### src/hw/cache_defines.svh
`ifndef CACHE_DEFINES_SVH
`define CACHE_DEFINES_SVH

// Host address width in bits, one halfword per address pair
`define ADDR_W 16

// Width of one cached halfword
`define DATA_W 16

// Request id width, so up to 16 requests can be told apart
`define ID_W 4

// Number of cache banks, selected by address bits [5:4]
`define N_BANKS 4

// Entries in each bank queue, and the credit the dispatcher starts with per bank
`define QUEUE_DEPTH 2

// Response credits the collector holds after reset
`define RSP_CREDITS 4

`endif

### src/hw/cache_geom_pkg.sv
`include "cache_defines.svh"

package cache_geom_pkg;

  // Field widths of the address split, the tag takes what is left
  localparam int WORD_W = 3;
  localparam int SET_W  = 4;
  localparam int BANK_W = $clog2(`N_BANKS);
  localparam int TAG_W  = `ADDR_W - SET_W - BANK_W - WORD_W - 1;

  localparam int N_SETS  = 2 ** SET_W;   // Sets held by one bank
  localparam int N_WORDS = 2 ** WORD_W;  // Halfwords per line

  typedef struct packed {
    logic [TAG_W-1:0]  tag;       // Bits [15:10]
    logic [SET_W-1:0]  set;       // Bits [9:6], set inside the bank
    logic [BANK_W-1:0] bank;      // Bits [5:4], picks the bank
    logic [WORD_W-1:0] word;      // Bits [3:1], halfword in the line
    logic              byte_sel;  // Bit 0, ignored by the cache
  } cache_addr_t;

  // One way of one set; a set lru bit marks the next victim
  typedef struct packed {
    logic [TAG_W-1:0] tag;
    logic             valid;
    logic             lru;
  } tag_entry_t;

endpackage

### src/hw/cache_msg_pkg.sv
`include "cache_defines.svh"

package cache_msg_pkg;

  ///////////////////////////////////////////////////
  // Request from the host, broadcast to the banks

  typedef struct packed {
    logic                      write;  // High for a write, low for a read
    logic [`ID_W-1:0]          id;     // Echoed back in the response
    cache_geom_pkg::cache_addr_t addr; // Split halfword address
    logic [`DATA_W-1:0]        data;   // Write data, don't care on a read
  } cache_req_t;

  ///////////////////////////////////////////////////
  // Response from a bank, forwarded to the host

  typedef struct packed {
    logic               write;  // Copy of the request's write flag
    logic [`ID_W-1:0]   id;     // Id of the request being answered
    logic               hit;    // Tag matched a valid way
    logic [`DATA_W-1:0] data;   // Read hit data, zero otherwise
  } cache_rsp_t;

  // A response that carries nothing yet
  localparam cache_rsp_t RSP_IDLE = '{
    write: 1'b0,
    id:    '0,
    hit:   1'b0,
    data:  '0
  };

endpackage

### src/hw/request_dispatcher.sv
`timescale 1ns/100ps
`include "cache_defines.svh"

module request_dispatcher (
  input  logic                      clk,
  input  logic                      rst,
  input  cache_msg_pkg::cache_req_t req,
  input  logic                      req_valid,
  input  logic [`N_BANKS-1:0]       bank_credit,
  output logic                      req_ready,
  output cache_msg_pkg::cache_req_t bank_req,
  output logic [`N_BANKS-1:0]       bank_req_valid
);

  import cache_geom_pkg::*;

  localparam int CNT_W = $clog2(`QUEUE_DEPTH + 1);

  logic [CNT_W-1:0] credit_cnt [`N_BANKS];  // Free slots in each bank's request queue
  logic             accept;                 // Request transfers this cycle

  //////////////////////////////////////////////////
  // Steering

  // Ready only looks at the bank the current address names
  assign req_ready = (credit_cnt[req.addr.bank] != '0);
  assign accept    = req_valid && req_ready;
  assign bank_req  = req;  // Every bank sees the payload, only one is strobed

  always_comb begin
    for (int i = 0; i < `N_BANKS; i++) begin
      bank_req_valid[i] = accept && (req.addr.bank == BANK_W'(i));
    end
  end

  //////////////////////////////////////////////////
  // Credit counters

  // A push spends a credit and a bank pop returns one, both may land together
  always_ff @(posedge clk) begin
    if (rst) begin
      for (int i = 0; i < `N_BANKS; i++) begin
        credit_cnt[i] <= CNT_W'(`QUEUE_DEPTH);
      end
    end else begin
      for (int i = 0; i < `N_BANKS; i++) begin
        case ({bank_req_valid[i], bank_credit[i]})
          2'b10:   credit_cnt[i] <= credit_cnt[i] - 1'b1;
          2'b01:   credit_cnt[i] <= credit_cnt[i] + 1'b1;
          default: credit_cnt[i] <= credit_cnt[i];
        endcase
      end
    end
  end

endmodule

### config.mk
export PLATFORM = sky130hd
export DESIGN_NAME = request_dispatcher
export DESIGN_NICKNAME = d
export VERILOG_FILES = /design/src/hw/cache_geom_pkg.sv /design/src/hw/cache_msg_pkg.sv /design/src/hw/request_dispatcher.sv
export VERILOG_INCLUDE_DIRS = /design/src /design/src/hw
export SDC_FILE = /design/constraint.sdc
export NUM_CORES = 1
export LEC_CHECK = 0
export ABC_AREA = 1
export BUFFER_PORTS_ARGS = -buffer_cell sky130_fd_sc_hd__clkbuf_2
export CORE_ASPECT_RATIO = 1.25
export CORE_MARGIN = 5
export CORE_UTILIZATION = 30
export DETAILED_ROUTE_END_ITERATION = 8
export GPL_TIMING_DRIVEN = 0
export HOLD_SLACK_MARGIN = 0.03
export PLACE_DENSITY_LB_ADDON = 0.05
export SYNTH_ARGS = -nofsm -noshare
export SYNTH_HDL_FRONTEND = slang
export SYNTH_SLANG_ARGS = --single-unit
### constraint.sdc
create_clock -name clk -period 2.25 [get_ports clk]
set_input_delay 0.45 -clock clk [delete_from_list [all_inputs] [get_ports clk]]
set_output_delay 0.45 -clock clk [all_outputs]
set_load 0.02 [all_outputs]
Word level (Yosys, flattened, before mapping)
Memories as Yosys holds them, arrays and structs flattened.
Index checks and enable logic that the tools add are counted.
{"block": "word_totals", "register_bits": 0, "ramBits": 8, "input_bits": 44, "output_inout_bits": 42, "elab_cells": 93, "mem_count": 1}
{"block": "classes", "addsub": 8, "eq_ne": 11, "n_mux": 50, "bitwise": 12, "reduce_logical": 11}
{"memory": "credit_cnt", "depth": 4, "word_bits": 2, "read_ports": 5, "rd_ports_with_merged_regs": 0, "write_ports": 4, "line": "request_dispatcher.sv:19", "source": "logic [CNT_W-1:0] credit_cnt [`N_BANKS];"}
{"cell": "1-bit two-way mux", "count": 38}
{"cell": "2-bit two-way mux", "count": 12}
{"cell": "2-bit == test (second input constant)", "count": 6}
{"cell": "1-bit bitwise OR", "count": 12}
{"cell": "2-bit by 1-bit == test with 1-bit output (second input constant)", "count": 5}
{"cell": "2-bit by 1-bit adder with 2-bit output (second input constant)", "count": 4}
{"cell": "2-bit OR reduction", "count": 4}
{"cell": "2-bit by 1-bit subtractor with 2-bit output (second input constant)", "count": 4}
{"cell": "1-bit logical AND", "count": 5}
{"cell": "2-bit zero test", "count": 1}
{"cell": "2-bit nonzero test", "count": 1}

Longest topological paths before layout
An unclocked memory read counts as a cell.
{"block": "depth", "word_depth": 11, "depth_mapped": 12, "depth_no_buf": 12}

Least setup slack after synthesis
OpenSTA, ideal clock, no wires.
{"block": "synth_timing", "kind": "input to register", "start": "in req[20] (netlist bit)", "end": "mem credit_cnt[0][0] (netlist bit) (enable)", "setup_ns": 0.327, "arrival_ns": 1.915, "t_required_ns": 1.923, "slack_ns": 0.007, "stages": 11, "path_buffers": 0, "cell_sequence": "inv_1 > nand2_1 > nor2_1 > nor2_1 > nand2_2 > nand2_4 > nor2_1 > ha_1 > o21ai_0 > and2_1 > o21ai_0"}
{"item": "start, declared", "line": "request_dispatcher.sv:7", "source": "input cache_msg_pkg::cache_req_t req,"}
{"item": "end, declared", "line": "request_dispatcher.sv:19"}

==> results.json <==
{
  "cts_tree": "done",
  "via_count": 890,
  "die_w_um": 60.4,
  "critical_path.max_stage_delay_ns": 0.42,
  "vdd_ir_drop_max_mv": 0.213,
  "period_share_pct": 92.0,
  "die_area_sq_um": 4400,
  "critPathMostFrequentCell": "nor2_1",
  "hold_buffers": 0,
  "critical_path_class": "register to register",
  "cp_max_fo": 6,
  "power.total_uw": 553,
  "filler_cell_count": 301,
  "pre_cts_slack_ns": -0.0306,
  "power.share.clock_pct": 20.1,
  "multi_input_area_sq_um": 384,
  "largest_register_ffs": 8,
  "critPathRequiredTime_ns": 2.18,
  "layout_top_registers": "credit_cnt: 8 flops",
  "clk_latency_ns": 0.25,
  "number_of_detailed_route_iterations_in_the_first_pass": 4,
  "worst_slew_margin_rel_pct": 80.0,
  "post_cts_resized": 0,
  "cp.arrival_ns": 2.00,
  "tritoncts.num_buffers": 3,
  "detail_route.drc_violations": 0,
  "power.share.sequential_pct": 36.4,
  "detail_route.iter0.violations": 13,
  "critical_path.slowest_cell": "edfxtp_1",
  "worst_slew_pin_tran_ns": 0.297,
  "ctsHtreeMaxLevel": 1,
  "final_nets": 229,
  "end_kind": "register",
  "cell_internal_pwr_uw": 356,
  "io-pin-count": 86,
  "die-height_um": 72.9,
  "starting_density_of_the_core_pct": 31.7,
  "synth-warning-count": 0,
  "place.gp.congestion": 0.711,
  "status": "completed",
  "synth_top_cell_area_share_pct": 29.2,
  "ys_async_sr_fraction_pct": 0,
  "power_density_nw_per_um2": 436,
  "avg_wl_per_cell_um": 11.1,
  "syn_area_per_cell_sq_um": 7.79,
  "finalSetupTns_ns": 0,
  "hp-class": "register to register",
  "finalCoreUtilization_pct": 42.3,
  "ant_nets": 0,
  "seqCellArea_sq_um": 240,
  "critPathLaunchType": "register",
  "ys_seq_area_share_pct": 25.3,
  "cts.clk_slew.worst_paths_ns": 0.06,
  "crit_chain": "nor2_1 > nor2_1 > nor2_1 > nand2_2 > nand3b_1 > ha_1 > inv_1 > nor2_1 > inv_1 > and2_1 > o21ai_0",
  "fp.coreArea_sq_um": 3000,
  "p_leak_uw": 0.000707,
  "synth.area.top_cells": "buf_4 29%, edfxtp_1 25%, ha_1 11%",
  "yosys.cell_types.count": 18,
  "setup_slack_ns": 0.179,
  "setup-violations-final": 0,
  "clk_path_buf_depth": 2,
  "postSynthNetCount": 174,
  "synth_cells": 122,
  "netSwitchingPower_uw": 196,
  "final.min_clock_period_ns": 2.07,
  "dp_hpwl_mm": 2.14,
  "detail_route.vias_per_cell": 4.22,
  "finalHoldViolations": 0,
  "grt_pass1_wl_mm": 3.68,
  "numPortBuffers": 50,
  "synth_seq_cells": 8,
  "post-synth-top-count-cell": "buf_4",
  "timing.max_cap.violations": 0,
  "final.setup_skew_ns": 0.00474,
  "grt_remaining_overflow": 0,
  "final_max_tran_viols": 0,
  "antennaDiodeCount": 0,
  "wl_mm": 2.35,
  "grt_use_total_pct": 11.0,
  "layout_overhead_on_the_synthesized_area_pct": 33.4,
  "grt_setup_unrepaired": "false",
  "synth.largest_area_cell": "buf_4",
  "regMostFlops": "credit_cnt",
  "cts-root-buf": "clkbuf_4",
  "area_of_the_mapped_netlist_sq_um": 951,
  "layout-drive-gt1-share_pct": 53.7,
  "synthTopCellsByCount": "37 x buf_4, 22 x nor2_1, 12 x inv_1, 12 x o21ai_0",
  "clock-sinks": 8,
  "synth_edf_count": 8,
  "ys.flop_type": "edfxtp_1",
  "number_of_antenna_violations_at_the_first_check_in_global_routing": 0,
  "power_switching_share_pct": 35.6,
  "power_frac_comb_pct": 43.6,
  "fmaxAchievable_ghz": 0.483,
  "finalHoldWorstSlack_ns": 0.601,
  "number_of_global_route_vias_before_repair": 905,
  "cts_setup_buffers": 0,
  "num_rows": 22,
  "grt_start_max_net_pins": 8
}
-- cells in the final DEF, fill, tap and decap left out, drive strengths merged --
master,n
and2,3
buf,37
clkbuf,53
edfxtp,8
ha,8
inv,13
nand2,7
nand3,1
nand3b,4
nor2,22
nor3,1
o21ai,13
or2,1
xnor2,3
xor2,1
-- final cells by class --
class / instances / area share (%)
Multi-Input combinational cell: 64 / 30.3
Buffer: 37 / 21.9
Timing Repair Buffer: 50 / 19.7
Sequential cell: 8 / 18.9
Inverter: 13 / 3.85
Tap cell: 36 / 3.55
Clock buffer: 3 / 1.78
-- layer usage --
layer	wire [um]	track usage (%)	vias to the layer above
met2	1100	17.5	64
met3	266	3.36	2
met1	944	12.8	366
met4	36	5.91	0
li1	-	-	458
met5	0	0	-
-- cells by family after synthesis --
family          share of synthesized area (%)
buf+inv                                  34.3
simple gates                             19.3
compound gates                           6.84
fa+ha+maj                                10.5
flops                                    25.3
xor+xnor                                 3.68
-- power by group through the flow --
stage,combinational (uW),sequential [uW],clock (uW)
after floorplan,177,201,0
after CTS,244,201,116
after detailed placement,243,204,0
after global placement,240,204,0
after global routing,265,203,126
final,241,201,111
-- critical path, delay by kind of cell, from the launching register on --
| family | cells | cell delay [ns] |
|---|---|---|
| buffers and inverters | 2 | 0.09 |
| AOI/OAI and AO/OA | 1 | 0.26 |
| and+or+nand+nor | 7 | 0.83 |
| adders and majority gates | 1 | 0.15 |
| DFF | 1 | 0.42 |
-- path summary, 6_finish.rpt --
check        cells past startpoint  slack, ns              from                to
max                             11       0.18  credit_cnt[1][0]  credit_cnt[0][1]
min                              1       0.60  credit_cnt[2][0]  credit_cnt[2][0]
max reg2reg                     11       0.18  credit_cnt[1][0]  credit_cnt[0][1]
min reg2reg                      1       0.60  credit_cnt[2][0]  credit_cnt[2][0]
-- metrics by stage --
stage | instance area, sq um | cells
after floorplan | 951 | 122
after global placement | 1250 | 208
after detailed placement | 1250 | 208
after CTS | 1270 | 211
after global routing | 1270 | 211
final | 1270 | 211
Power figures use the tool's default switching activity.
