<file path="src/hw/cache_defines.svh">
`ifndef CACHE_DEFINES_SVH
`define CACHE_DEFINES_SVH

// Host address width in bits, one halfword per address pair
`define ADDR_W 16

// Width of one cached halfword
`define DATA_W 16

// Request id width, so up to 16 requests can be told apart
`define ID_W 4

// Number of cache banks, selected by address bits [5:4]
`define N_BANKS 4

// Entries in each bank queue, and the credit the dispatcher starts with per bank
`define QUEUE_DEPTH 2

// Response credits the collector holds after reset
`define RSP_CREDITS 4

`endif

</file>
<file path="src/hw/cache_geom_pkg.sv">
`include "cache_defines.svh"

package cache_geom_pkg;

  // Field widths of the address split, the tag takes what is left
  localparam int WORD_W = 3;
  localparam int SET_W  = 4;
  localparam int BANK_W = $clog2(`N_BANKS);
  localparam int TAG_W  = `ADDR_W - SET_W - BANK_W - WORD_W - 1;

  localparam int N_SETS  = 2 ** SET_W;   // Sets held by one bank
  localparam int N_WORDS = 2 ** WORD_W;  // Halfwords per line

  typedef struct packed {
    logic [TAG_W-1:0]  tag;       // Bits [15:10]
    logic [SET_W-1:0]  set;       // Bits [9:6], set inside the bank
    logic [BANK_W-1:0] bank;      // Bits [5:4], picks the bank
    logic [WORD_W-1:0] word;      // Bits [3:1], halfword in the line
    logic              byte_sel;  // Bit 0, ignored by the cache
  } cache_addr_t;

  // One way of one set; a set lru bit marks the next victim
  typedef struct packed {
    logic [TAG_W-1:0] tag;
    logic             valid;
    logic             lru;
  } tag_entry_t;

endpackage

</file>
<file path="src/hw/cache_msg_pkg.sv">
`include "cache_defines.svh"

package cache_msg_pkg;

  ///////////////////////////////////////////////////
  // Request from the host, broadcast to the banks

  typedef struct packed {
    logic                      write;  // High for a write, low for a read
    logic [`ID_W-1:0]          id;     // Echoed back in the response
    cache_geom_pkg::cache_addr_t addr; // Split halfword address
    logic [`DATA_W-1:0]        data;   // Write data, don't care on a read
  } cache_req_t;

  ///////////////////////////////////////////////////
  // Response from a bank, forwarded to the host

  typedef struct packed {
    logic               write;  // Copy of the request's write flag
    logic [`ID_W-1:0]   id;     // Id of the request being answered
    logic               hit;    // Tag matched a valid way
    logic [`DATA_W-1:0] data;   // Read hit data, zero otherwise
  } cache_rsp_t;

  // A response that carries nothing yet
  localparam cache_rsp_t RSP_IDLE = '{
    write: 1'b0,
    id:    '0,
    hit:   1'b0,
    data:  '0
  };

endpackage

</file>
<file path="src/hw/response_collector.sv">
`timescale 1ns/100ps
`include "cache_defines.svh"

module response_collector (
  input  logic                      clk,
  input  logic                      rst,
  input  cache_msg_pkg::cache_rsp_t bank_rsp [`N_BANKS],
  input  logic [`N_BANKS-1:0]       bank_rsp_valid,
  input  logic                      rsp_credit,
  output logic [`N_BANKS-1:0]       bank_rsp_pop,
  output cache_msg_pkg::cache_rsp_t rsp,
  output logic                      rsp_valid
);

  import cache_geom_pkg::*;

  localparam int CNT_W = $clog2(`RSP_CREDITS + 1);

  logic [BANK_W-1:0] last;        // Bank served most recently
  logic [BANK_W-1:0] pick;        // Next valid bank after last
  logic              found;
  logic              grant;       // Take a response this cycle
  logic [CNT_W-1:0]  credit_cnt;  // Host credits, the response on rsp still counts

  // Search starts one past the last bank served
  always_comb begin
    logic [BANK_W-1:0] idx;
    pick  = last;
    found = 1'b0;
    for (int k = 1; k <= `N_BANKS; k++) begin
      idx = BANK_W'(int'(last) + k);
      if (!found && bank_rsp_valid[idx]) begin
        pick  = idx;
        found = 1'b1;
      end
    end
  end

  // A response already on rsp has not been charged yet, so it is reserved here
  assign grant        = found && (credit_cnt > CNT_W'(rsp_valid));
  assign bank_rsp_pop = `N_BANKS'(grant) << pick;

  always_ff @(posedge clk) begin
    if (rst) begin
      last       <= BANK_W'(`N_BANKS - 1);  // Bank 0 goes first
      rsp_valid  <= 1'b0;
      credit_cnt <= CNT_W'(`RSP_CREDITS);
    end else begin
      rsp_valid  <= grant;
      credit_cnt <= credit_cnt + CNT_W'(rsp_credit) - CNT_W'(rsp_valid);
      if (grant) last <= pick;
    end
  end

  always_ff @(posedge clk) begin
    if (grant) rsp <= bank_rsp[pick];  // Payload only, rsp_valid qualifies it
  end

endmodule

</file>
<file path="config.mk">
export PLATFORM = sky130hd
export DESIGN_NAME = response_collector
export DESIGN_NICKNAME = d
export VERILOG_FILES = /design/src/hw/cache_geom_pkg.sv /design/src/hw/cache_msg_pkg.sv /design/src/hw/response_collector.sv
export VERILOG_INCLUDE_DIRS = /design/src /design/src/hw
export SDC_FILE = /design/constraint.sdc
export NUM_CORES = 1
export LEC_CHECK = 0
export ABC_AREA = 1
export BUFFER_PORTS_ARGS = -buffer_cell sky130_fd_sc_hd__buf_4
export CAP_MARGIN = 20
export CORE_UTILIZATION = 50
export DETAILED_ROUTE_END_ITERATION = 8
export PLACE_DENSITY = 0.9
export SETUP_SLACK_MARGIN = 0.3
export SYNTH_ARGS = -nofsm -noshare
export SYNTH_HDL_FRONTEND = slang
export SYNTH_SLANG_ARGS = --single-unit
</file>
<file path="constraint.sdc">
create_clock -name clk -period 3.7 [get_ports clk]
set_input_delay 0.37 -clock clk [delete_from_list [all_inputs] [get_ports clk]]
set_output_delay 0.37 -clock clk [all_outputs]
set_load 0.01 [all_outputs]
</file>
# Yosys cells after proc, flatten, opt, wreduce, memory -nomap -nowiden
# Index checks and enable logic that the tools add are counted.
[op_classes]
add_sub_neg = 6
mul = 0
div_mod_pow = 0
order_cmp = 6
n_eq_ne = 0
shifts = 1
mux = 19
n_bitwise = 1
n_reduce_logical = 7
[ops]
columns = ["operator", "n"]
rows = [
  ["22-bit binary-select mux with 2-bit select", 1],
  ["22-bit two-way mux", 2],
  ["2-bit by 3-bit less-than comparator with 1-bit output, second input constant", 4],
  ["1-bit binary-select mux with 2-bit select", 4],
  ["1-bit two-way mux", 8],
  ["2-bit two-way mux", 4],
  ["2-bit by 1-bit adder with 2-bit output, second input constant", 2],
  ["2-bit adder, second input constant", 2],
  ["1-bit logical AND", 4],
  ["1-bit by 2-bit << shifter with 4-bit output", 1],
  ["3-bit by 1-bit adder with 3-bit output", 1],
  ["3-bit greater-or-equal comparator, second input constant", 1],
  ["3-bit by 1-bit > comparator with 1-bit output", 1],
  ["1-bit zero test", 3],
  ["2-bit inverter with 3-bit output", 1],
  ["3-bit by 1-bit subtractor with 3-bit output", 1],
]
[word_totals]
regBits = 28
latch_bits = 0
ramBits = 0
romBits = 0
inputBits = 95
word_cells = 47
mem_count = 0

# Longest topological paths before layout
[logic_depth]
ltp_word = 17
mapped_depth = 15

# Least setup slack after synthesis
# OpenSTA, ideal clock, no wires.
[synth_timing]
kind = "flip-flop to output port"
from = "register last[0]"
to = "output port bank_rsp_pop[1]"
t_arrival_ps = 1931
t_required_ps = 3330
setup_slack_ps = 1399
stages_incl_launch_ff = 12
n_path_buf = 1
cell_sequence = "dfxtp_1 -> buf_6 -> nand2_2 -> nand2_2 -> nand2_2 -> nand2_4 -> nor2_4 -> nand3b_1 -> nand2_1 -> inv_1 -> nand3_1 -> nor2_1"
[synth_via]
elab_chain_cells = 15
word_cells_on_any_way = 28
cone_classes = "4 x add/sub; 1 x shift; 16 x mux; 7 x reduce/logical"
[synth_rtl]
columns = ["item", "line_no", "rtl"]
rows = [
  ["start: declaration", "response_collector.sv:19", "logic [BANK_W-1:0] last;"],
  ["start signal: assignment", "response_collector.sv:45", "last <= BANK_W'(`N_BANKS - 1);"],
  ["start signal: assignment", "response_collector.sv:51", "if (grant) last <= pick;"],
  ["2-bit by 1-bit adder with 2-bit output", "response_collector.sv:31", "idx = BANK_W'(int'(last) + k);"],
  ["1-bit binary-select mux with 2-bit select", "response_collector.sv:32", "if (!found && bank_rsp_valid[idx]) begin"],
  ["1-bit two-way mux (not written as such)", "response_collector.sv:32", ""],
  ["1-bit two-way mux", "response_collector.sv:32", ""],
  ["1-bit zero test", "response_collector.sv:32", ""],
  ["1-bit logical AND", "response_collector.sv:32", ""],
  ["1-bit two-way mux", "response_collector.sv:32", ""],
  ["1-bit zero test", "response_collector.sv:32", ""],
  ["1-bit logical AND", "response_collector.sv:32", ""],
  ["1-bit two-way mux", "response_collector.sv:32", ""],
  ["1-bit zero test", "response_collector.sv:32", ""],
  ["1-bit logical AND", "response_collector.sv:32", ""],
  ["1-bit two-way mux *", "response_collector.sv:32", ""],
  ["1-bit logical AND *", "response_collector.sv:40", "assign grant = found && (credit_cnt > CNT_W'(rsp_valid));"],
  ["via grant", "response_collector.sv:22", "logic grant;"],
  ["1-bit by 2-bit << shifter with 4-bit output (no line) *", "--", ""],
  ["end: declaration", "response_collector.sv:10", "output logic [`N_BANKS-1:0] bank_rsp_pop,"],
]
# Mark *: on every way through the listed nets, which the timed path passes. The rest lies on a longest branch. The select of a mux whose other input is x is not followed.

# Worst setup path in the final report
[layout_timing]
from = "register last[0]"
to = "output port bank_rsp_pop[0]"
[layout_via]
elab_chain_cells = 15
word_cells_on_any_way = 28
cone_classes = "4 x add/sub; 1 x shift; 16 x mux; 7 x reduce/logical"
[layout_rtl]
columns = ["item", "line_no"]
rows = [
  ["2-bit by 1-bit adder with 2-bit output", "response_collector.sv:31"],
  ["1-bit binary-select mux with 2-bit select", "response_collector.sv:32"],
  ["1-bit two-way mux (not written as such)", "response_collector.sv:32"],
  ["1-bit two-way mux", "response_collector.sv:32"],
  ["1-bit zero test", "response_collector.sv:32"],
  ["1-bit logical AND", "response_collector.sv:32"],
  ["1-bit two-way mux", "response_collector.sv:32"],
  ["1-bit zero test", "response_collector.sv:32"],
  ["1-bit logical AND", "response_collector.sv:32"],
  ["1-bit two-way mux", "response_collector.sv:32"],
  ["1-bit zero test", "response_collector.sv:32"],
  ["1-bit logical AND", "response_collector.sv:32"],
  ["1-bit two-way mux", "response_collector.sv:32"],
  ["1-bit logical AND", "response_collector.sv:40"],
  ["1-bit by 2-bit << shifter with 4-bit output (no line) *", "--"],
]
# Every way passes the cells marked *; elsewhere a longest branch is shown, timed or not. The select of a mux whose other input is x is not followed.

==> flow_summary.yaml <==
run_status:
  status: "finished with violations"
  violations: "design-rule violations"
grt:
  grtUsageTotal_pct: 25.4
  grt_pass1_vias: 2385
  antenna_found_initial: 0
  grt_pass1_wl_um: 10300
  grt_max_degree: 47
  grt_remaining_overflow: 0
floorplan:
  row_count: 24
  die_area_um2: 5040
  ios: 122
  core_um2: 4470
  die_h_um: 71.0
  start_util_pct: 53.2
  fp.dieW_um: 71.0
synth:
  yosysTopAreaCellShare_pct: 27.7
  syn_inst: 350
  synth-warning-count: 0
  yosysMostFrequentCell: "nand2_1"
  yosysSeqAreaShare_pct: 32.8
  synth.largest_area_cell: "edfxtp_1"
  syn_area_um2: 2380
  synth_common_cells: "nand2_1 (117), nand3_1 (72), inv_1 (54), nand2_2 (24), edfxtp_1 (22)"
  synth_edf_count: 22
  ys_seq_elements: 28
  synth_area_leaders: "edfxtp_1 (28%), nand2_1 (18%), nand3_1 (15%)"
  ys.flop_type: "edfxtp_1"
  ys_types: 26
  syn-num-nets: 449
  synthArstFlopShare_pct: 0
  synth.avg_cell_area_um2: 6.81
worst_setup_path:
  ff2ff_setup_slack_ns: 0.96
  r2r_cells: 12
  startpoint_type: "flop"
  worst-setup-path-type: "flop to output pin"
  cp_max_fo: 47
  critPathBufInv: 2
  cp_slowest_cell: "dfxtp_1"
  crit_path_end_kind: "output pin"
  worstReg2RegEnd: "rsp[15]"
  cp_slowest_stage_delay_ns: 0.66
  reg2reg_from: "last[0]"
  crit_chain: "inv_2 > nand2_1 > nand2_2 > nand2_2 > nand2_4 > nor2_4 > nand3_4 > nand2_8 > nand2_1 > nor2_1 > buf_4"
  cp_top_family: "simple AND/OR/NAND/NOR gates"
  crit_arrival_ns: 2.79
  crit_required_ns: 3.33
final_layout:
  diodes: 0
  area_growth_pct: 37.3
  post-route-util_pct: 73.1
  fin_nets: 559
  drive_above_1_share_pct: 35.7
  n_fill_cell: 352
route:
  drt_first_pass_iters: 7
  ant_nets: 0
  wl_um: 6580
  viasPerCell: 5.16
  vias: 2638
  drc_errors: 8
  drt-wirelength-per-cell_um: 12.9
  drt_iter0_markers: 177
clock_tree:
  clk_latency_ns: 0.27
  clkSinkCount: 28
  cts.path.max_buffers: 2
  clk_pin_slew_ns: 0.09
  cts_tree: "yes"
  cts-resized-gates: 0
  cts_htree_levels: 1
  root_buffer: "clkbuf_8"
  cts_made_buffers: 3
placed_design:
  hpwl_um: 4800
  numPortBuffers: 121
  gp_congestion: 0.923
sta:
  min_period_over_period_pct: 85.5
  clock_skew_ns: 0.00642
  fmax_mhz: 316
  finalSetupTns_ns: 0
  finalMaxSlewViolations: 0
  relSlewSlack_pct: 61.4
  min_period_ns: 3.16
  rsz0062_at_grt: "false"
  hold_violations: 0
  tightest_slew_ns: 0.579
  setup_viol_count_final: 0
hold_path:
  hold_class: "primary input to flop"
  worstHoldPathCells: 2
  min_from: "rst"
  whs_endpoint: "credit_cnt[1]"
power_and_ir_drop:
  vdd_drop_max_uv: 617
  p_leak_nw: 1.88
  powerDensity_nw_per_um2: 1020
job:
  max-cap-violations: 0
through the flow:
| step | total power (W) | area, um2 | hold WS [ns] | std cells | setup WS [ns] |
|---|---|---|---|---|---|
| 2_1_floorplan | 0.00265 | 2380 | 0.441 | 350 | 1.40 |
| 3_3_place_gp | 0.00303 | 3210 | 0.583 | 506 | 0.908 |
| 3_5_place_dp | 0.00312 | 3210 | 0.592 | 506 | 0.791 |
| 4_1_cts | 0.00330 | 3260 | 0.303 | 510 | 0.485 |
| 5_1_grt | 0.00364 | 3270 | 0.301 | 511 | 0.341 |
| 6_report | 0.00334 | 3270 | 0.308 | 511 | 0.536 |
kinds of logic (layout without fill, tap and decap cells):
kind of cell	Yosys count	in the layout	synth area share, %
and+or+nand+nor	232	233	47.1
buffers and inverters	76	184	15.5
DFF	28	28	32.8
AOI/OAI and AO/OA	10	10	2.26
adders and majority gates	4	4	2.42
placed cells by master, fill, tap and decap left out, types with 5 or more instances in the layout:
cell type,Yosys,final
dfxtp_1,6,6
edfxtp_1,22,22
nor2_1,7,7
nand2_4,4,5
inv_1,54,54
nand2_2,24,24
buf_4,5,122
a21oi_1,5,5
nand2_1,117,117
nand3_1,72,72
layout make-up:
| cell class | count | area [um2] | share of cell area (%) |
|---|---|---|---|
| Multi-Input combinational cell | 247 | 1240 | 38.0 |
| Timing Repair Buffer | 122 | 916 | 28.0 |
| Sequential cell | 28 | 781 | 23.9 |
| Inverter | 58 | 220 | 6.73 |
| Tap cell | 52 | 65.1 | 1.99 |
| Clock buffer | 4 | 45.0 | 1.38 |
per-layer routing:
| metal | routed length (um) | global-route usage, % | up-vias |
|---|---|---|---|
| li1 | - | - | 1311 |
| met1 | 2530 | 30.4 | 1183 |
| met2 | 3390 | 46.3 | 136 |
| met3 | 586 | 4.84 | 8 |
| met4 | 76 | 7.33 | 0 |
| met5 | 0 | 0 | - |
timing repair:
action / in CTS / in global routing
hold buffers: 0 / 0
setup buffers: 0 / 0
endpoints found under the hold margin: 0 / 0
endpoints found under the setup margin: 0 / 2
worst max-delay path by stage:
| stage | depth (start not counted) | endpoint | startpoint |
|---|---|---|---|
| finish | 11 | bank_rsp_pop[0] | last[0] |
| global route | 11 | bank_rsp_pop[2] | last[0] |
| CTS | 11 | bank_rsp_pop[0] | last[0] |
| detailed placement | 11 | bank_rsp_pop[0] | last[0] |
| global placement | 11 | bank_rsp_pop[2] | last[0] |
| floorplan | 11 | bank_rsp_pop[1] | last[0] |
where the power goes:
part	internal (W)	switching [W]	total, W
Sequential	0.000666	0.0000743	0.000740
Combinational	0.000852	0.00158	0.00243
Clock	0.0000772	0.0000948	0.000172
state kept, by name, summed over array words and instances, names as in the netlist:
name and cells:
credit_cnt 3, last 2, rsp 22, rsp_valid 1
(Power assumes the default switching activity.)
